===== src/rtl/rob_pkg.sv =====
/*
	Shared widths and types for the two-thread reorder buffer.
	PRF_SIZE is assumed to be a power of two so prn_t covers it exactly.
*/
`default_nettype none

package rob_pkg;

	localparam int ROB_DEPTH_DEFAULT = 16;	// entries per thread
	localparam int PRF_SIZE = 64;

	typedef logic [63:0] pc_t;
	typedef logic [4:0] arn_t;
	typedef logic [$clog2(PRF_SIZE)-1:0] prn_t;

	// one buffer slot as stored in a thread queue
	typedef struct packed {
		pc_t pc;
		pc_t target_pc;		// written by completion
		arn_t arn;
		prn_t prn;
		logic is_branch;
		logic done;
		logic mispredict;
	} rob_entry_t;

	// which thread gets slot 0 when both heads are ready
	typedef enum logic {
		prefer_t0,
		prefer_t1
	} arb_pref_t;

endpackage

`default_nettype wire

===== src/rtl/rob_commit_if.sv =====
/*
	Head view of one thread queue as seen by the commit arbiter.
	pop is only legal up to the number of valid heads offered.
*/
`timescale 1ns/1ps
`default_nettype none

interface rob_commit_if;
	import rob_pkg::*;

	logic head_valid;		// oldest entry present and done
	rob_entry_t head_entry;
	logic next_valid;		// second oldest present and done
	rob_entry_t next_entry;
	logic [1:0] pop;		// entries taken this cycle, 0 to 2

	modport queue_side (
		output head_valid, head_entry, next_valid, next_entry,
		input pop
	);

	modport arbiter_side (
		input head_valid, head_entry, next_valid, next_entry,
		output pop
	);

endinterface

`default_nettype wire


===== src/rtl/rob_commit_arbiter.sv =====
/*
	Fills two commit slots from two thread heads, program order per thread.
	Consumers always accept; nothing here stalls a commit.
*/
`timescale 1ns/1ps
`default_nettype none

module rob_commit_arbiter (
	input wire logic clock,
	input wire logic reset,
	rob_commit_if.arbiter_side t0,
	rob_commit_if.arbiter_side t1,
	output logic commit0_valid,
	output logic commit0_thread,
	output rob_pkg::pc_t commit0_pc,
	output rob_pkg::pc_t commit0_target_pc,
	output rob_pkg::arn_t commit0_arn,
	output rob_pkg::prn_t commit0_prn,
	output logic commit0_is_branch,
	output logic commit0_mispredict,
	output logic commit1_valid,
	output logic commit1_thread,
	output rob_pkg::pc_t commit1_pc,
	output rob_pkg::pc_t commit1_target_pc,
	output rob_pkg::arn_t commit1_arn,
	output rob_pkg::prn_t commit1_prn,
	output logic commit1_is_branch,
	output logic commit1_mispredict,
	output logic flush_t0,
	output logic flush_t1
);
	import rob_pkg::*;

	arb_pref_t pref;
	logic head_v [2];
	logic next_v [2];
	rob_entry_t head_e [2];
	rob_entry_t next_e [2];
	logic [1:0] pop_n [2];
	logic p;
	logic s0_valid;
	logic s0_thread;
	rob_entry_t s0_e;
	logic s1_valid;
	logic s1_thread;
	rob_entry_t s1_e;

	function automatic logic is_misp(rob_entry_t e);
		return e.is_branch && e.mispredict;
	endfunction

	assign head_v[0] = t0.head_valid;
	assign head_v[1] = t1.head_valid;
	assign next_v[0] = t0.next_valid;
	assign next_v[1] = t1.next_valid;
	assign head_e[0] = t0.head_entry;
	assign head_e[1] = t1.head_entry;
	assign next_e[0] = t0.next_entry;
	assign next_e[1] = t1.next_entry;
	assign t0.pop = pop_n[0];
	assign t1.pop = pop_n[1];

	always_comb
	begin
		p = (pref == prefer_t1);
		s0_valid = 1'b0;
		s0_thread = 1'b0;
		s0_e = '0;
		s1_valid = 1'b0;
		s1_thread = 1'b0;
		s1_e = '0;
		pop_n[0] = 2'd0;
		pop_n[1] = 2'd0;
		if (head_v[p])
		begin
			s0_valid = 1'b1;
			s0_thread = p;
		end
		else if (head_v[!p])
		begin
			s0_valid = 1'b1;
			s0_thread = !p;
		end
		if (s0_valid)
		begin
			s0_e = head_e[s0_thread];
			pop_n[s0_thread] = 2'd1;
			// younger entries of a mispredicted branch must not commit
			if (next_v[s0_thread] && !is_misp(s0_e))
			begin
				s1_valid = 1'b1;
				s1_thread = s0_thread;
				s1_e = next_e[s0_thread];
				pop_n[s0_thread] = 2'd2;
			end
			else if (head_v[!s0_thread])
			begin
				s1_valid = 1'b1;
				s1_thread = !s0_thread;
				s1_e = head_e[!s0_thread];
				pop_n[!s0_thread] = 2'd1;
			end
		end
	end

	assign flush_t0 = (s0_valid && !s0_thread && is_misp(s0_e))
		|| (s1_valid && !s1_thread && is_misp(s1_e));
	assign flush_t1 = (s0_valid && s0_thread && is_misp(s0_e))
		|| (s1_valid && s1_thread && is_misp(s1_e));

	assign commit0_valid = s0_valid;
	assign commit0_thread = s0_thread;
	assign commit0_pc = s0_e.pc;
	assign commit0_target_pc = s0_e.target_pc;
	assign commit0_arn = s0_e.arn;
	assign commit0_prn = s0_e.prn;
	assign commit0_is_branch = s0_e.is_branch;
	assign commit0_mispredict = s0_e.mispredict;
	assign commit1_valid = s1_valid;
	assign commit1_thread = s1_thread;
	assign commit1_pc = s1_e.pc;
	assign commit1_target_pc = s1_e.target_pc;
	assign commit1_arn = s1_e.arn;
	assign commit1_prn = s1_e.prn;
	assign commit1_is_branch = s1_e.is_branch;
	assign commit1_mispredict = s1_e.mispredict;

	// swap preference only when both threads actually competed
	always_ff @(posedge clock)
	begin
		if (reset)
			pref <= prefer_t0;
		else if (head_v[0] && head_v[1])
			pref <= (pref == prefer_t0) ? prefer_t1 : prefer_t0;
	end

endmodule

`default_nettype wire


===== src/flat_wrapper.sv =====
// flat-port wrapper written by rule: the top's interface ports become plain ports
module rob_commit_arbiter_flat import rob_pkg::*;
  (clock, reset, commit0_valid, commit0_thread, commit0_pc, commit0_target_pc, commit0_arn, commit0_prn, commit0_is_branch, commit0_mispredict, commit1_valid, commit1_thread, commit1_pc, commit1_target_pc, commit1_arn, commit1_prn, commit1_is_branch, commit1_mispredict, flush_t0, flush_t1, t0_head_valid, t0_head_entry, t0_next_valid, t0_next_entry, t0_pop, t1_head_valid, t1_head_entry, t1_next_valid, t1_next_entry, t1_pop);
  rob_commit_if t0_i ();
  rob_commit_if t1_i ();
  input wire logic clock;
  input wire logic reset;
  output logic commit0_valid;
  output logic commit0_thread;
  output rob_pkg::pc_t commit0_pc;
  output rob_pkg::pc_t commit0_target_pc;
  output rob_pkg::arn_t commit0_arn;
  output rob_pkg::prn_t commit0_prn;
  output logic commit0_is_branch;
  output logic commit0_mispredict;
  output logic commit1_valid;
  output logic commit1_thread;
  output rob_pkg::pc_t commit1_pc;
  output rob_pkg::pc_t commit1_target_pc;
  output rob_pkg::arn_t commit1_arn;
  output rob_pkg::prn_t commit1_prn;
  output logic commit1_is_branch;
  output logic commit1_mispredict;
  output logic flush_t0;
  output logic flush_t1;
  input wire logic [$bits(t0_i.head_valid)-1:0] t0_head_valid;
  input wire logic [$bits(t0_i.head_entry)-1:0] t0_head_entry;
  input wire logic [$bits(t0_i.next_valid)-1:0] t0_next_valid;
  input wire logic [$bits(t0_i.next_entry)-1:0] t0_next_entry;
  output wire logic [$bits(t0_i.pop)-1:0] t0_pop;
  input wire logic [$bits(t1_i.head_valid)-1:0] t1_head_valid;
  input wire logic [$bits(t1_i.head_entry)-1:0] t1_head_entry;
  input wire logic [$bits(t1_i.next_valid)-1:0] t1_next_valid;
  input wire logic [$bits(t1_i.next_entry)-1:0] t1_next_entry;
  output wire logic [$bits(t1_i.pop)-1:0] t1_pop;
  assign t0_i.head_valid = t0_head_valid;
  assign t0_i.head_entry = t0_head_entry;
  assign t0_i.next_valid = t0_next_valid;
  assign t0_i.next_entry = t0_next_entry;
  assign t0_pop = t0_i.pop;
  assign t1_i.head_valid = t1_head_valid;
  assign t1_i.head_entry = t1_head_entry;
  assign t1_i.next_valid = t1_next_valid;
  assign t1_i.next_entry = t1_next_entry;
  assign t1_pop = t1_i.pop;
  rob_commit_arbiter u_core (.clock(clock), .reset(reset), .t0(t0_i), .t1(t1_i), .commit0_valid(commit0_valid), .commit0_thread(commit0_thread), .commit0_pc(commit0_pc), .commit0_target_pc(commit0_target_pc), .commit0_arn(commit0_arn), .commit0_prn(commit0_prn), .commit0_is_branch(commit0_is_branch), .commit0_mispredict(commit0_mispredict), .commit1_valid(commit1_valid), .commit1_thread(commit1_thread), .commit1_pc(commit1_pc), .commit1_target_pc(commit1_target_pc), .commit1_arn(commit1_arn), .commit1_prn(commit1_prn), .commit1_is_branch(commit1_is_branch), .commit1_mispredict(commit1_mispredict), .flush_t0(flush_t0), .flush_t1(flush_t1));
endmodule

===== config.mk =====
export PLATFORM = sky130hd
export DESIGN_NAME = rob_commit_arbiter_flat
export DESIGN_NICKNAME = d
export VERILOG_FILES = /design/src/rtl/rob_pkg.sv /design/src/rtl/rob_commit_if.sv /design/src/rtl/rob_commit_arbiter.sv /design/src/flat_wrapper.sv
export SDC_FILE = /design/constraint.sdc
export NUM_CORES = 1
export LEC_CHECK = 0
export BUFFER_PORTS_ARGS = -buffer_cell sky130_fd_sc_hd__clkbuf_2
export CAP_MARGIN = 20
export CORE_AREA = 2 2 342 344
export CTS_BUF_LIST = sky130_fd_sc_hd__clkbuf_16
export CTS_CLUSTER_DIAMETER = 100
export DETAILED_ROUTE_END_ITERATION = 10
export DIE_AREA = 0 0 344 346
export PLACE_DENSITY = 0.3
export SKIP_CTS_REPAIR_TIMING = 1
export SYNTH_ARGS = -nofsm -noshare
export SYNTH_HDL_FRONTEND = slang
export SYNTH_SLANG_ARGS = --single-unit

===== constraint.sdc =====
create_clock -name clock -period 1.9 [get_ports clock]
set_input_delay 0.285 -clock clock [delete_from_list [all_inputs] [get_ports clock]]
set_output_delay 0.285 -clock clock [all_outputs]
set_load 0.01 [all_outputs]

Word-level counts from Yosys, hierarchy flattened
Index checks and enable logic that the tools add are counted.
W data, S select, Z words.

word-level totals
  register bits after elaboration = 1
  bits of input ports = 574
  output and inout bits = 292
  word-level logic and storage cells = 78

operators by class
  order comparisons = 6
  mux-type cells = 43
  bitwise gates (word level) = 7
  reductions and logical operators = 21

operators with widths
  operator              count
  $mux W142             13
  $mux W1               23
  $logic_and A1 B1 Y1   15
  $ge A2 B2 Y1 const B  4
  $mux W4               2
  $not A1 Y2            4
  $demux W2 S1          2
  $logic_not A1 Y1      4
  $lt A2 B1 Y1 const B  2
  $mux W2               2
  $mux W3               1
  $and A2 B2 Y2         1
  $logic_or A1 B1 Y1    2
  $not A2 Y2            1
  $or A2 B2 Y2          1

Longest topological paths before layout
  depth in word-level cells = 20
  mapped depth = 9
  gate-level depth less buffers = 6

Worst setup path before layout
OpenSTA, ideal clock, no wires.

  path type = input port to output port
  start = in t1_head_valid
  end = out flush_t0
  data arrival time = 1544 ps
  data required time = 1615 ps
  path slack = 71 ps
  stages on the path = 6
  buffers on the path = 1
  cells stage by stage = buf_4 nand2_1 o21bai_4 nand2b_1 o211a_1 o41ai_2

between the ends
  cells in the longest elaborated chain, start to end = 18
  elaborated cells on any way between the ends = 49
  classes of those cells = mux (35); bitwise (2); reduce/logical (12)

ends and longest elaborated chain
  item                                           line                                                                          RTL
  start, declared                                flat_wrapper.sv:31                                                            input wire logic [$bits(t1_i.head_valid)-1:0] t1_head_valid;
  $mux W1 (implied by the code) (3 in series)    rob_commit_arbiter.sv:79                                                      else if (head_v[!p])
  $mux W1                                        rob_commit_arbiter.sv:79
  $mux W1                                        rob_commit_arbiter.sv:74                                                      if (head_v[p])
  $not A1 Y2 (implied by the code)               rob_commit_arbiter.sv:86, rob_commit_arbiter.sv:89, rob_commit_arbiter.sv:93
  $mux W142 (implied by the code) (3 in series)  rob_commit_arbiter.sv:86                                                      s0_e = head_e[s0_thread];
  $logic_and A1 B1 Y1                            rob_commit_arbiter.sv:49                                                      return e.is_branch && e.mispredict;
  $logic_not A1 Y1                               rob_commit_arbiter.sv:89                                                      if (next_v[s0_thread] && !is_misp(s0_e))
  $logic_and A1 B1 Y1                            rob_commit_arbiter.sv:89
  $mux W1                                        rob_commit_arbiter.sv:89
  $mux W1                                        rob_commit_arbiter.sv:84                                                      if (s0_valid)
  $logic_not A1 Y1                               rob_commit_arbiter.sv:107                                                     || (s1_valid && !s1_thread && is_misp(s1_e));
  $logic_and A1 B1 Y1 (2 in series)              rob_commit_arbiter.sv:107
  $logic_or A1 B1 Y1 *                           rob_commit_arbiter.sv:107
  end, declared                                  flat_wrapper.sv:24                                                            output logic flush_t0;

Mark *: on every way between the ends. The rest lies on a longest branch, timed or not. The select of a mux whose other input is x is not followed.

Worst setup path in the final report
  start = in t0_head_entry[0]
  end = out commit1_target_pc[59]

between the ends
  cells in the longest elaborated chain, start to end = 8

ends and longest elaborated chain
  item                                           line                      RTL
  start, declared                                flat_wrapper.sv:27        input wire logic [$bits(t0_i.head_entry)-1:0] t0_head_entry;
  $mux W142 (implied by the code) (3 in series)  rob_commit_arbiter.sv:86
  $logic_and A1 B1 Y1                            rob_commit_arbiter.sv:49
  $logic_not A1 Y1                               rob_commit_arbiter.sv:89
  $logic_and A1 B1 Y1                            rob_commit_arbiter.sv:89
  $mux W142                                      rob_commit_arbiter.sv:89
  $mux W142                                      rob_commit_arbiter.sv:84
  end, declared                                  flat_wrapper.sv:19        output rob_pkg::pc_t commit1_target_pc;

No other way between the ends. The select of a mux whose other input is x is not followed.

==> results.json <==
{
  "run_status": "finished with violations",
  "violations": "setup timing",
  "place_hpwl_mm": 86.08,
  "synth.avg_cell_area_sq_um": 6.246,
  "synth_common_cells": "nand2_1, a21oi_1, a22oi_1, nand3_1, o221ai_2",
  "firstDrtPassIters": 5,
  "crit_required_ns": 1.62,
  "largest_register_ff_count": 1,
  "synthesis.area_sq_um": 6402,
  "fillCellCount": 13470,
  "fin_ws_ns": -0.2574,
  "finalSetupViolations": 232,
  "first_global_vias": 12660,
  "grt_usage": 0.1496,
  "yosys.cell_count.top_type": "nand2_1",
  "ys_top_cells_by_area": "o221ai_2, nand2_1, a22oi_1",
  "totalWireLength_mm": 106.0,
  "wl_per_cell_microns": 29.90,
  "viasPerCell": 3.797,
  "synth_seq_cells": 1,
  "skew_ns": 0,
  "grt_max_degree": 49,
  "ioPinCount": 866,
  "antenna_found_initial": 75,
  "post-route-min-period_ns": 2.157,
  "path_class": "primary input to output pin",
  "clk_pin_slew_ns": 0,
  "die_w_microns": 344,
  "start_util": 0.05547,
  "cp-start-kind": "primary input",
  "vias": 13460,
  "finalHoldViolCount": 0,
  "crit_path_end_kind": "output pin",
  "final_antenna_net_count": 0,
  "regArea_sq_um": 23.77,
  "holdPathStages": 2,
  "slew_violations": 0,
  "route.detailed.drc": 0,
  "clock_latency_ns": 0,
  "timing.fmax_mhz": 463.5,
  "path_max_fanout": 11,
  "hold_slack_ns": 0.4392,
  "synth_ff_type": "dfxtp_1",
  "instances_no_fill": 3544,
  "die_area_sq_um": 119000,
  "ys_seq_area_frac": 0.003127,
  "total_leakage_power_uw": 0.007745,
  "synth_top_cell_area_share": 0.2345,
  "area_growth_pct": 165.2,
  "rsz0062_at_grt": "true",
  "yosys_warnings": 0,
  "ir_drop_v": 0.00008799,
  "arrival_ns": 1.87,
  "drive_gt1_frac": 0.7173,
  "slew-limit-headroom": 0.7335,
  "power_density_nw_per_um2": 315.7,
  "drtIter0Drc": 743,
  "fin_nets": 2589,
  "maxCapViolCount": 0,
  "overflow": 0,
  "rows": 125,
  "multi_input_area_sq_um": 6825,
  "synth.distinct_cells": 40,
  "finalCritPeriodShare": 1.135,
  "netlist.top_cell.by_area": "o221ai_2",
  "grt_first_pass_wirelength_mm": 121.1,
  "netlist_instances": 1025,
  "async_flop_share": 0,
  "synth-edff-count": 0,
  "r2r_cells": 4,
  "die_h_microns": 346,
  "placed_cells": 3460,
  "coreArea_sq_um": 115400,
  "synth_fp_nets": 1599,
  "port_buffers": 861,
  "worst_slew_pin_slew_ns": 0.3997,
  "hold_path_class": "primary input to flip-flop",
  "gp_congestion": 0.9117
}
[cells in the final DEF, fill, tap and decap left out, types with 2 or more instances in the layout]
cell type  instances
a21oi_1           77
a21oi_2           64
a21oi_4            2
a22oi_1          109
a22oi_2           30
buf_12            40
buf_16            12
buf_2            119
buf_4            132
buf_6             72
buf_8             22
clkbuf_16         31
clkbuf_2         698
clkinv_8           2
diode_2            7
nand2_1          223
nand2_2           40
nand2_4           25
nand3_1          136
nand3_2            3
nor2_1             5
nor2_2             2
nor3_1             2
o221ai_1           7
o221ai_2         118
o221ai_4          15
[per-stage QoR]
stage          setup TNS (ns)    util  worst slack, ns  power [uW]  area (sq um)
3_5_place_dp           -97.25  0.1195          -0.7997        4247         13800
5_1_grt                -41.38  0.1469          -0.2947        5685         16960
2_1_floorplan               0       -          0.07121        1693          6402
6_report               -24.41  0.1471          -0.2574        5359         16980
3_3_place_gp          -100.06  0.1195          -0.8091        4272         13800
4_1_cts               -100.06  0.1195          -0.8127        4264         13800
[power by group]
| part | internal, uW | total (uW) | leakage, uW | switching [uW] |
|---|---|---|---|---|
| registers | 23.3 | 26.1 | 0.00000892 | 2.76 |
| clock network | 0.000501 | 0.000501 | 0.0000000444 | 0 |
| logic | 2330 | 5330 | 0.00774 | 3000 |
[worst paths after layout]
check,from,endpoint,slack [ns]
worst max-delay path,t0_head_entry[0],commit1_target_pc[59],-0.26
worst min-delay path,reset,u_core.p,0.44
worst max register to register,u_core.p,u_core.p,0.76
worst min register to register,u_core.p,u_core.p,0.99
[worst max-delay path: stages]
cell and delay, ns:
clkbuf_2 0.10, a21bo_4 0.26, a21oi_4 0.24, buf_8 0.20, buf_12 0.17, buf_12 0.15, a22oi_1 0.13, a21oi_1 0.15
buf_2 0.14
[final cells by class]
| cell class | instances | area share |
|---|---|---|
| Sequential cell | 1 | 0.001400 |
| Tap cell | 1524 | 0.1123 |
| Antenna cell | 7 | 0.001032 |
| Timing Repair inverter | 1 | 0.0009581 |
| Multi-Input combinational cell | 881 | 0.4020 |
| Inverter | 4 | 0.003464 |
| Timing Repair Buffer | 1126 | 0.4788 |
[cell families (layout without fill, tap and decap cells)]
logic type | count (synthesis) | after routing | synth area share
xor+xnor | 1 | 1 | 0.001368
flops | 1 | 1 | 0.003127
buf+inv | 143 | 1131 | 0.1159
mux | 1 | 1 | 0.001563
compound gates | 433 | 433 | 0.5822
simple gates | 446 | 446 | 0.2959
other cells | 0 | 7 | 0
[metal layers]
layer / global-route usage / vias to the layer above / wire length, microns
met5: 0 / - / 123
met4: 0.001508 / 18 / 1585
met3: 0.02849 / 165 / 7005
met2: 0.2562 / 759 / 49970
met1: 0.2038 / 6521 / 47270
li1: - / 5993 / -
No activity file was read; power rests on OpenSTA's default activity.
